[src/verilog/link_pkg.sv]
// Single 80-bit PHY word per direction; AR_FIFO_DEPTH must be a power of two

package link_pkg;

  //////////////////////////////////////////////////
  // PHY word
  //////////////////////////////////////////////////
  localparam int PHY_W = 80;

  // Receive word, AR payload sits in bits 1 to 49
  localparam int RX_AR_PUSH_BIT  = 0;
  localparam int RX_AR_LSB       = 1;
  localparam int RX_R_CREDIT_BIT = 50;

  // Transmit word, R payload sits in bits 2 to 72
  localparam int TX_STB_BIT       = 0;
  localparam int TX_R_PUSH_BIT    = 1;
  localparam int TX_R_LSB         = 2;
  localparam int TX_AR_CREDIT_BIT = 73;

  // Bits not listed above stay zero

  //////////////////////////////////////////////////
  // Buffering and counters
  //////////////////////////////////////////////////

  // AR receive FIFO, sized to the credits granted to the far side
  localparam int AR_FIFO_DEPTH = 8;
  localparam int AR_PTR_W      = $clog2(AR_FIFO_DEPTH);

  // Transmit credit counter
  localparam int CREDIT_W = 8;

  // Online delay counters
  localparam int DELAY_W = 16;

endpackage

[src/verilog/axi_pkg.sv]
// AXI read channel widths and payload layouts; write channels are not carried over the link

package axi_pkg;

  //////////////////////////////////////////////////
  // AXI field widths
  //////////////////////////////////////////////////
  localparam int AXI_ID_W    = 4;
  localparam int AXI_ADDR_W  = 32;
  localparam int AXI_DATA_W  = 64;
  localparam int AXI_LEN_W   = 8;
  localparam int AXI_SIZE_W  = 3;
  localparam int AXI_BURST_W = 2;
  localparam int AXI_RESP_W  = 2;

  //////////////////////////////////////////////////
  // Channel payloads, first member is the MSB
  //////////////////////////////////////////////////

  // AR request, 49 bits, addr in the low bits
  typedef struct packed {
    logic [AXI_ID_W-1:0]    id;
    logic [AXI_SIZE_W-1:0]  size;
    logic [AXI_LEN_W-1:0]   len;
    logic [AXI_BURST_W-1:0] burst;
    logic [AXI_ADDR_W-1:0]  addr;
  } ar_payload_t;

  // R beat, 71 bits, data in the low bits
  typedef struct packed {
    logic [AXI_ID_W-1:0]   id;
    logic                  last;
    logic [AXI_RESP_W-1:0] resp;
    logic [AXI_DATA_W-1:0] data;
  } r_payload_t;

endpackage
[src/verilog/axi_link_slave_top.sv]
// AXI read slave endpoint over one 80-bit PHY word; single clock, no write channels

`timescale 1ns/1ns

module axi_link_slave_top (
  input  logic                             clk_wr,
  input  logic                             rst_n,

  // Link control
  input  logic                             tx_online,
  input  logic                             rx_online,
  input  logic [link_pkg::CREDIT_W-1:0]    init_r_credit,
  input  logic [link_pkg::DELAY_W-1:0]     delay_x_value,
  input  logic [link_pkg::DELAY_W-1:0]     delay_y_value,

  // PHY
  input  logic [link_pkg::PHY_W-1:0]       rx_phy,
  output logic [link_pkg::PHY_W-1:0]       tx_phy,

  // AR channel
  output logic [axi_pkg::AXI_ID_W-1:0]     user_arid,
  output logic [axi_pkg::AXI_SIZE_W-1:0]   user_arsize,
  output logic [axi_pkg::AXI_LEN_W-1:0]    user_arlen,
  output logic [axi_pkg::AXI_BURST_W-1:0]  user_arburst,
  output logic [axi_pkg::AXI_ADDR_W-1:0]   user_araddr,
  output logic                             user_arvalid,
  input  logic                             user_arready,

  // R channel
  input  logic [axi_pkg::AXI_ID_W-1:0]     user_rid,
  input  logic [axi_pkg::AXI_DATA_W-1:0]   user_rdata,
  input  logic                             user_rlast,
  input  logic [axi_pkg::AXI_RESP_W-1:0]   user_rresp,
  input  logic                             user_rvalid,
  output logic                             user_rready
);

  import axi_pkg::*;

  //////////////////////////////////////////////////
  // Interconnect
  //////////////////////////////////////////////////
  logic        tx_online_delay;
  logic        rx_online_delay;
  logic        ar_push;
  ar_payload_t rx_ar_payload;
  ar_payload_t fifo_ar_payload;
  logic        ar_credit;
  r_payload_t  user_r_payload;
  r_payload_t  tx_r_payload;
  logic        r_push;
  logic        r_credit;

  //////////////////////////////////////////////////
  // AXI field mapping
  //////////////////////////////////////////////////
  assign user_arid    = fifo_ar_payload.id;
  assign user_arsize  = fifo_ar_payload.size;
  assign user_arlen   = fifo_ar_payload.len;
  assign user_arburst = fifo_ar_payload.burst;
  assign user_araddr  = fifo_ar_payload.addr;

  assign user_r_payload.id   = user_rid;
  assign user_r_payload.last = user_rlast;
  assign user_r_payload.resp = user_rresp;
  assign user_r_payload.data = user_rdata;

  //////////////////////////////////////////////////
  // Blocks
  //////////////////////////////////////////////////
  link_online_sync u_online_sync (
    // Outputs
    .tx_online_delay (tx_online_delay),
    .rx_online_delay (rx_online_delay),
    // Inputs
    .clk_wr          (clk_wr),
    .rst_n           (rst_n),
    .tx_online       (tx_online),
    .rx_online       (rx_online),
    .delay_x_value   (delay_x_value),
    .delay_y_value   (delay_y_value)
  );

  link_receive u_receive_ar (
    // Outputs
    .fifo_ar_payload (fifo_ar_payload),
    .user_arvalid    (user_arvalid),
    .ar_credit       (ar_credit),
    // Inputs
    .clk_wr          (clk_wr),
    .rst_n           (rst_n),
    .ar_push         (ar_push),
    .ar_payload      (rx_ar_payload),
    .user_arready    (user_arready)
  );

  link_transmit u_transmit_r (
    // Outputs
    .user_rready     (user_rready),
    .r_push          (r_push),
    .r_payload_out   (tx_r_payload),
    // Inputs
    .clk_wr          (clk_wr),
    .rst_n           (rst_n),
    .tx_online_delay (tx_online_delay),
    .init_r_credit   (init_r_credit),
    .user_rvalid     (user_rvalid),
    .r_payload_in    (user_r_payload),
    .r_credit        (r_credit)
  );

  phy_word_pack u_phy_word_pack (
    // Outputs
    .tx_phy          (tx_phy),
    .ar_push         (ar_push),
    .ar_payload      (rx_ar_payload),
    .r_credit        (r_credit),
    // Inputs
    .clk_wr          (clk_wr),
    .rst_n           (rst_n),
    .rx_phy          (rx_phy),
    .rx_online_delay (rx_online_delay),
    .tx_online_delay (tx_online_delay),
    .r_push          (r_push),
    .r_payload       (tx_r_payload),
    .ar_credit       (ar_credit)
  );

endmodule

[src/verilog/phy_word_pack.sv]
// One PHY word per direction per clock; receive fields are ignored until rx_online_delay is high

`timescale 1ns/1ns

module phy_word_pack (
  input  logic                       clk_wr,
  input  logic                       rst_n,
  input  logic [link_pkg::PHY_W-1:0] rx_phy,
  input  logic                       rx_online_delay,
  input  logic                       tx_online_delay,
  input  logic                       r_push,
  input  axi_pkg::r_payload_t        r_payload,
  input  logic                       ar_credit,
  output logic [link_pkg::PHY_W-1:0] tx_phy,
  output logic                       ar_push,
  output axi_pkg::ar_payload_t       ar_payload,
  output logic                       r_credit
);

  import axi_pkg::*;
  import link_pkg::*;

  logic [PHY_W-1:0] rx_phy_q;
  logic [PHY_W-1:0] tx_word;

  //////////////////////////////////////////////////
  // Receive word
  //////////////////////////////////////////////////
  always_ff @(posedge clk_wr or negedge rst_n) begin
    if (!rst_n) begin
      rx_phy_q <= '0;
    end else begin
      rx_phy_q <= rx_phy;
    end
  end

  // Push and credit bits only count once the receive side is online
  assign ar_push    = rx_online_delay && rx_phy_q[RX_AR_PUSH_BIT];
  assign r_credit   = rx_online_delay && rx_phy_q[RX_R_CREDIT_BIT];
  assign ar_payload = ar_payload_t'(rx_phy_q[RX_AR_LSB +: $bits(ar_payload_t)]);

  //////////////////////////////////////////////////
  // Transmit word
  //////////////////////////////////////////////////
  always_comb begin
    tx_word                = '0;
    tx_word[TX_STB_BIT]    = tx_online_delay;
    tx_word[TX_R_PUSH_BIT] = r_push;
    // Payload field left at zero on idle words
    if (r_push) begin
      tx_word[TX_R_LSB +: $bits(r_payload_t)] = r_payload;
    end
    tx_word[TX_AR_CREDIT_BIT] = ar_credit;
  end

  always_ff @(posedge clk_wr or negedge rst_n) begin
    if (!rst_n) begin
      tx_phy <= '0;
    end else begin
      tx_phy <= tx_word;
    end
  end

endmodule

[src/verilog/link_transmit.sv]
// Credit count follows init_r_credit while offline; no overflow check on returned credits

`timescale 1ns/1ns

module link_transmit (
  input  logic                          clk_wr,
  input  logic                          rst_n,
  input  logic                          tx_online_delay,
  input  logic [link_pkg::CREDIT_W-1:0] init_r_credit,
  input  logic                          user_rvalid,
  input  axi_pkg::r_payload_t           r_payload_in,
  input  logic                          r_credit,
  output logic                          user_rready,
  output logic                          r_push,
  output axi_pkg::r_payload_t           r_payload_out
);

  import link_pkg::*;

  logic [CREDIT_W-1:0] credit_cnt;
  logic                r_hs;

  // Accept only with the link up and a buffer free on the far side
  assign user_rready = tx_online_delay && (credit_cnt != '0);
  assign r_hs        = user_rvalid && user_rready;

  //////////////////////////////////////////////////
  // Credit counter
  //////////////////////////////////////////////////
  always_ff @(posedge clk_wr or negedge rst_n) begin
    if (!rst_n) begin
      credit_cnt <= '0;
    end else if (!tx_online_delay) begin
      credit_cnt <= init_r_credit;
    end else begin
      case ({r_hs, r_credit})
        2'b10:   credit_cnt <= credit_cnt - 1'b1;
        2'b01:   credit_cnt <= credit_cnt + 1'b1;
        default: credit_cnt <= credit_cnt;
      endcase
    end
  end

  //////////////////////////////////////////////////
  // Output stage
  //////////////////////////////////////////////////
  always_ff @(posedge clk_wr or negedge rst_n) begin
    if (!rst_n) begin
      r_push <= 1'b0;
    end else begin
      r_push <= r_hs;
    end
  end

  always_ff @(posedge clk_wr) begin
    if (r_hs) begin
      r_payload_out <= r_payload_in;
    end
  end

endmodule

[src/verilog/link_receive.sv]
// Far side must respect the credits it holds; a push into a full FIFO is dropped

`timescale 1ns/1ns

module link_receive (
  input  logic                 clk_wr,
  input  logic                 rst_n,
  input  logic                 ar_push,
  input  axi_pkg::ar_payload_t ar_payload,
  input  logic                 user_arready,
  output axi_pkg::ar_payload_t fifo_ar_payload,
  output logic                 user_arvalid,
  output logic                 ar_credit
);

  import axi_pkg::*;
  import link_pkg::*;

  ar_payload_t         fifo_mem [AR_FIFO_DEPTH];
  logic [AR_PTR_W-1:0] wr_ptr;
  logic [AR_PTR_W-1:0] rd_ptr;
  logic [AR_PTR_W:0]   fifo_cnt;
  logic                fifo_full;
  logic                push;
  logic                pop;

  assign fifo_full    = (fifo_cnt == (AR_PTR_W + 1)'(AR_FIFO_DEPTH));
  assign user_arvalid = (fifo_cnt != '0);
  assign push         = ar_push && !fifo_full;
  assign pop          = user_arvalid && user_arready;

  //////////////////////////////////////////////////
  // Storage
  //////////////////////////////////////////////////
  always_ff @(posedge clk_wr) begin
    if (push) begin
      fifo_mem[wr_ptr] <= ar_payload;
    end
  end

  // Head of queue stays on the AR port until it is taken
  assign fifo_ar_payload = fifo_mem[rd_ptr];

  //////////////////////////////////////////////////
  // Pointers, occupancy and credit return
  //////////////////////////////////////////////////
  always_ff @(posedge clk_wr or negedge rst_n) begin
    if (!rst_n) begin
      wr_ptr    <= '0;
      rd_ptr    <= '0;
      fifo_cnt  <= '0;
      ar_credit <= 1'b0;
    end else begin
      if (push) begin
        wr_ptr <= wr_ptr + 1'b1;
      end
      if (pop) begin
        rd_ptr <= rd_ptr + 1'b1;
      end
      case ({push, pop})
        2'b10:   fifo_cnt <= fifo_cnt + 1'b1;
        2'b01:   fifo_cnt <= fifo_cnt - 1'b1;
        default: fifo_cnt <= fifo_cnt;
      endcase
      // One credit back per entry freed
      ar_credit <= pop;
    end
  end

endmodule

[src/verilog/link_online_sync.sv]
// Delay counts are taken while the online input is low; a delay of zero passes online through

`timescale 1ns/1ns

module link_online_sync (
  input  logic                         clk_wr,
  input  logic                         rst_n,
  input  logic                         tx_online,
  input  logic                         rx_online,
  input  logic [link_pkg::DELAY_W-1:0] delay_x_value,
  input  logic [link_pkg::DELAY_W-1:0] delay_y_value,
  output logic                         tx_online_delay,
  output logic                         rx_online_delay
);

  import link_pkg::*;

  // Index 0 is the receive side (x), index 1 the transmit side (y)
  logic [1:0]         online_in;
  logic [DELAY_W-1:0] delay_val [2];
  logic [DELAY_W-1:0] delay_cnt [2];
  logic [1:0]         online_q;

  assign online_in    = {tx_online, rx_online};
  assign delay_val[0] = delay_x_value;
  assign delay_val[1] = delay_y_value;

  //////////////////////////////////////////////////
  // Down-counters and delayed online flags
  //////////////////////////////////////////////////
  always_ff @(posedge clk_wr or negedge rst_n) begin
    if (!rst_n) begin
      online_q <= '0;
      for (int i = 0; i < 2; i++) begin
        delay_cnt[i] <= '0;
      end
    end else begin
      for (int i = 0; i < 2; i++) begin
        if (!online_in[i]) begin
          // Reload while offline, drop the flag at once
          delay_cnt[i] <= delay_val[i];
          online_q[i]  <= 1'b0;
        end else if (delay_cnt[i] != '0) begin
          delay_cnt[i] <= delay_cnt[i] - 1'b1;
        end else begin
          online_q[i] <= 1'b1;
        end
      end
    end
  end

  assign rx_online_delay = online_q[0];
  assign tx_online_delay = online_q[1];

endmodule

[config.mk]
export PLATFORM = sky130hd
export DESIGN_NAME = axi_link_slave_top
export DESIGN_NICKNAME = d
export VERILOG_FILES = /design/src/verilog/link_pkg.sv /design/src/verilog/axi_pkg.sv /design/src/verilog/axi_link_slave_top.sv /design/src/verilog/phy_word_pack.sv /design/src/verilog/link_transmit.sv /design/src/verilog/link_receive.sv /design/src/verilog/link_online_sync.sv
export SDC_FILE = /design/constraint.sdc
export NUM_CORES = 1
export LEC_CHECK = 0
export BUFFER_PORTS_ARGS = -buffer_cell sky130_fd_sc_hd__buf_2
export CORE_ASPECT_RATIO = 1.4
export CORE_MARGIN = 1
export CORE_UTILIZATION = 57
export DETAILED_ROUTE_END_ITERATION = 12
export PLACE_DENSITY = 0.88
export SLEW_MARGIN = 20
export SYNTH_ARGS = -nofsm -noshare
export SYNTH_HDL_FRONTEND = slang
export SYNTH_SLANG_ARGS = --single-unit
export TNS_END_PERCENT = 10
[constraint.sdc]
create_clock -name clk_wr -period 8.95 [get_ports clk_wr]
set_clock_uncertainty 0.15 [all_clocks]
set_input_delay 0 -clock clk_wr [delete_from_list [all_inputs] [get_ports clk_wr]]
set_output_delay 0 -clock clk_wr [all_outputs]
set_load 0.05 [all_outputs]
==> results by group <==
Status
  • Outcome: finished, final reports clean

Route
  • Initial drt markers: 1212
  • Routed vias/inst: 5.858
  • Drc violations: 0
  • Routed WL per cell: 25.86 um
  • Total number of vias: 14250
  • Final ANT Viol Nets: 0
  • Drt pass-1 iters: 5
  • Post-Route WL: 62.88 mm

Pwr
  • Gate power share: 25.9%
  • Cell-internal power: 5431 uW
  • Leak pwr: 0.01193 uW
  • P per Cell Area: 254.4 nW/um^2
  • Reg power frac: 43.4%
  • Clock share of power: 30.7%
  • Switching part of the total power: 31.13%
  • Worst vdd ir: 0.2064 mV
  • Sw Pwr: 2455 uW
  • Overall power: 7886 uW

Placement
  • Final Wtd Congestion: 0.8333
  • Placed inst area: 25840 um^2
  • HPWL Detailed: 28.41 mm
  • I/O Buffers: 292
  • # placed instances: 1995

Synth
  • Area contributors post-synth: edfxtp_1, dfrtp_1, mux4_2, mux2_2, and2_1
  • Syn Inst Count: 1197
  • Mux cell area share after synthesis: 12.79%
  • Post-synth top area share: 58.56%
  • Compound-Gate Fraction of Synth Area: 1.765%
  • Post-Syn Area: 23740 um^2
  • Yosys top cell by area: edfxtp_1
  • Asr flop ratio synth: 27.88%
  • Post-synth EDFFs: 463
  • Sequential area share after synthesis: 77.43%
  • Yosys cell types: 54
  • Xor and xnor fraction of the mapped netlist area: 1.181%
  • Simple-Gate Fraction of Synth Area: 4.474%
  • Seq cells post-synth: 642
  • Syn_area_per_cell: 19.83 um^2
  • Synth Area in Adders: 0.9065%
  • Main flop type after synthesis: edfxtp_1
  • Main combinational cell family by area after synthesis: multiplexers
  • Synth warn: 0

CTS
  • CTS tree: done
  • Post-CTS Repair Setup Buffers: 0
  • CTS resizes: 0
  • Root buffer cell: clkbuf_16
  • Num Clock Sinks: 642
  • Clock buffer count from CTS: 56
  • CTS Hold Buffers Added: 330
  • Clock buffer depth: 3
  • Worst-Skew Late Latency: 0.60 ns
  • H-Tree Depth: 2
  • Worst-path clk slew: 0.07 ns

Die
  • Rows: 88
  • I/O pins: 328
  • Starting Density: 57.65%
  • Die span in y: 243.5 um
  • Die width: 174.5 um
  • Full die area: 42480 um^2
  • Core area: 41180 um^2

Worst setup path
  • Worst Setup Start Kind: flop
  • R2R setup slack: 4.72 ns
  • R2r endpoint: u_transmit_r.credit_cnt[7]
  • Crit Path Max Fanout: 12
  • Req. time, crit path: 9.27 ns
  • Critical path type: flop to flop
  • Setup crit end kind: flop
  • Crit Reg-Reg Startpoint: u_online_sync.online_q[1]
  • Critical-path top delay cell: o21ai_0
  • CP Buf/Inv Count: 2
  • Critical path data arrival time: 4.55 ns
  • Delay-heaviest family, CP: compound AO/OA/AOI/OAI gates
  • Worst reg2reg path depth: 9
  • CP dominant cell by count: o21ai_0
  • Worst path max stage delay: 0.96 ns
  • Crit path cell chain: inv_1 -> o21ai_0 -> ha_1 -> a21oi_1 -> o21ai_0 -> o2111ai_1 -> o31a_1 -> nand3_1 -> dlygate4sd3_1

GRT
  • First-pass GRT wire length: 95.25 mm
  • Vias in the first global route: 15690
  • GRT overflow: 0
  • Initial antenna violation count: 2
  • Pin count of the biggest net entering global routing: 78
  • Total GRT Usage: 30.30%

Final layout
  • Design Area, Final: 31000 um^2
  • Layout Area Growth over Synthesis: 30.56%
  • Share of cells above drive strength 1: 30.51%
  • NumNets Final: 2057
  • Finished Layout Cells: 2432
  • Final design utilization: 75.27%

Timing
  • Endpoints failing setup: 0
  • Slew Limit Fails: 0
  • FMAX: 236.5 MHz
  • Tmin final: 4.229 ns
  • RSZ-0062 raised after global routing: no
  • Fin crit share: 47.25%
  • Relative slew slack: 26.72%
  • Worst-margin pin slew: 1.088 ns
  • Post-Route Setup TNS: 0 ns
  • Final hold violation count: 0

Min path
  • Worst Hold End: u_phy_word_pack.rx_phy_q[40]
  • Hold depth: 2
  • Hold path startpoint: rx_phy[40]
  • Worst min path class: input pin to flop

Flow run
  • Max-cap violations: 0
logic make-up (layout without fill, tap and decap cells):
family,count (synthesis),after routing
AOI/OAI and AO/OA,67,67
xor gates and xnor gates,32,32
adders and majority gates,16,16
DFF,642,642
other,1,7
buffers and inverters,81,770
and+or+nand+nor,187,187
muxes,171,171
worst max-delay path by stage:
stage | from | endpoint | slack [ns] | cells after the start
after floorplan | u_receive_ar.fifo_cnt[0] | u_receive_ar.fifo_mem[1][0] | 3.96 | 4
after global placement | u_online_sync.online_q[1] | u_transmit_r.credit_cnt[3] | 5.38 | 8
after detailed placement | u_online_sync.online_q[1] | u_transmit_r.credit_cnt[3] | 5.28 | 8
after CTS | u_receive_ar.rd_ptr[0] | user_araddr[1] | 4.80 | 4
after global routing | u_online_sync.online_q[1] | u_transmit_r.credit_cnt[7] | 4.65 | 9
final | u_online_sync.online_q[1] | u_transmit_r.credit_cnt[7] | 4.72 | 9
power groups by stage:
stage	combinational [uW]	sequential, uW	clock (uW)
2_1_floorplan	1590	3350	0
3_5_place_dp	1870	3480	0
3_3_place_gp	1840	3470	0
4_1_cts	2020	3420	2410
6_report	2050	3420	2420
5_1_grt	2130	3440	2550
registers in the layout, summed over array words and instances (netlist names):
| register | count |
|---|---|
| u_receive_ar.ar_credit | 1 |
| u_phy_word_pack.tx_phy | 74 |
| u_transmit_r.r_payload_out | 71 |
| u_transmit_r.credit_cnt | 8 |
| u_receive_ar.fifo_mem | 392 |
| u_online_sync.online_q | 2 |
| u_receive_ar.wr_ptr | 3 |
| u_transmit_r.r_push | 1 |
| u_online_sync.delay_cnt | 32 |
| u_receive_ar.rd_ptr | 3 |
| u_phy_word_pack.rx_phy_q | 51 |
| u_receive_ar.fifo_cnt | 4 |
placed cells by master, fill, tap and decap left out, types with 7 or more instances in the layout:
master and count:
dfrtp_1 176, and2_1 72, xor2_1 11, nor2_1 25, dlygate4sd3_1 330, nand3_1 12, mux2i_1 10, nor2_4 7
a21oi_1 21, clkbuf_16 57, nor4_1 8, mux2_2 58, ha_1 14, clkbuf_1 15, o22ai_1 7, buf_4 13
edfxtp_1 463, buf_2 291, xnor2_1 21, nand2_1 21, mux4_2 98, clkbuf_8 9, o21ai_0 14, inv_1 28
synthesized netlist by cell type (all sizes together) (3+ instances only):
cell,number
nand4b,3
and2,72
ha,14
mux4,98
edfxtp,463
nor3,6
xnor2,21
a21oi,21
nand2,22
mux2,63
nor2,32
buf,20
mux2i,10
nand3,12
a31oi,4
a211oi,4
inv,28
or2,3
dfrtp,179
nor4,9
o21ai,15
nand2b,4
o22ai,7
nor2b,4
a21o,3
or3,7
xor2,11
clkbuf,33
a21boi,3
or4,6
cell type report:
| cell class | instances | area, um^2 |
|---|---|---|
| inverters | 28 | 105.1 |
| well taps | 540 | 675.6 |
| diodes | 1 | 2.502 |
| fillers | 2109 | 10180 |
| repair buffers | 637 | 4902 |
| multi-input cells | 479 | 5097 |
| flip-flops and latches | 642 | 18390 |
| clock inverters | 25 | 230.2 |
| clock buffers | 80 | 1593 |
per-layer routing:
| layer | wire, um | share of wire (%) | GRT usage [%] |
|---|---|---|---|
| met5 | 12 | 0.019 | 0 |
| met3 | 5297 | 8.4 | 6.133 |
| met4 | 2317 | 3.7 | 11.35 |
| met2 | 32950 | 52 | 53.14 |
| met1 | 22300 | 35 | 37.06 |
worst register-to-register path: stages (launching register included):
cell and delay (ns):
dfrtp_1 0.66, inv_1 0.41, o21ai_0 0.97, ha_1 0.44, a21oi_1 0.27, o21ai_0 0.19, o2111ai_1 0.22, o31a_1 0.17
nand3_1 0.08, dlygate4sd3_1 0.57
stage by stage:
stage               hold slack, ns  worst slack [ns]
floorplan                  -0.4456             3.964
CTS                       0.001788             4.803
global route              0.007573             4.647
detailed placement        -0.04069             5.281
finish                     0.02402             4.721
global placement          -0.04198             5.381
No activity file was read; power rests on OpenSTA's default activity.
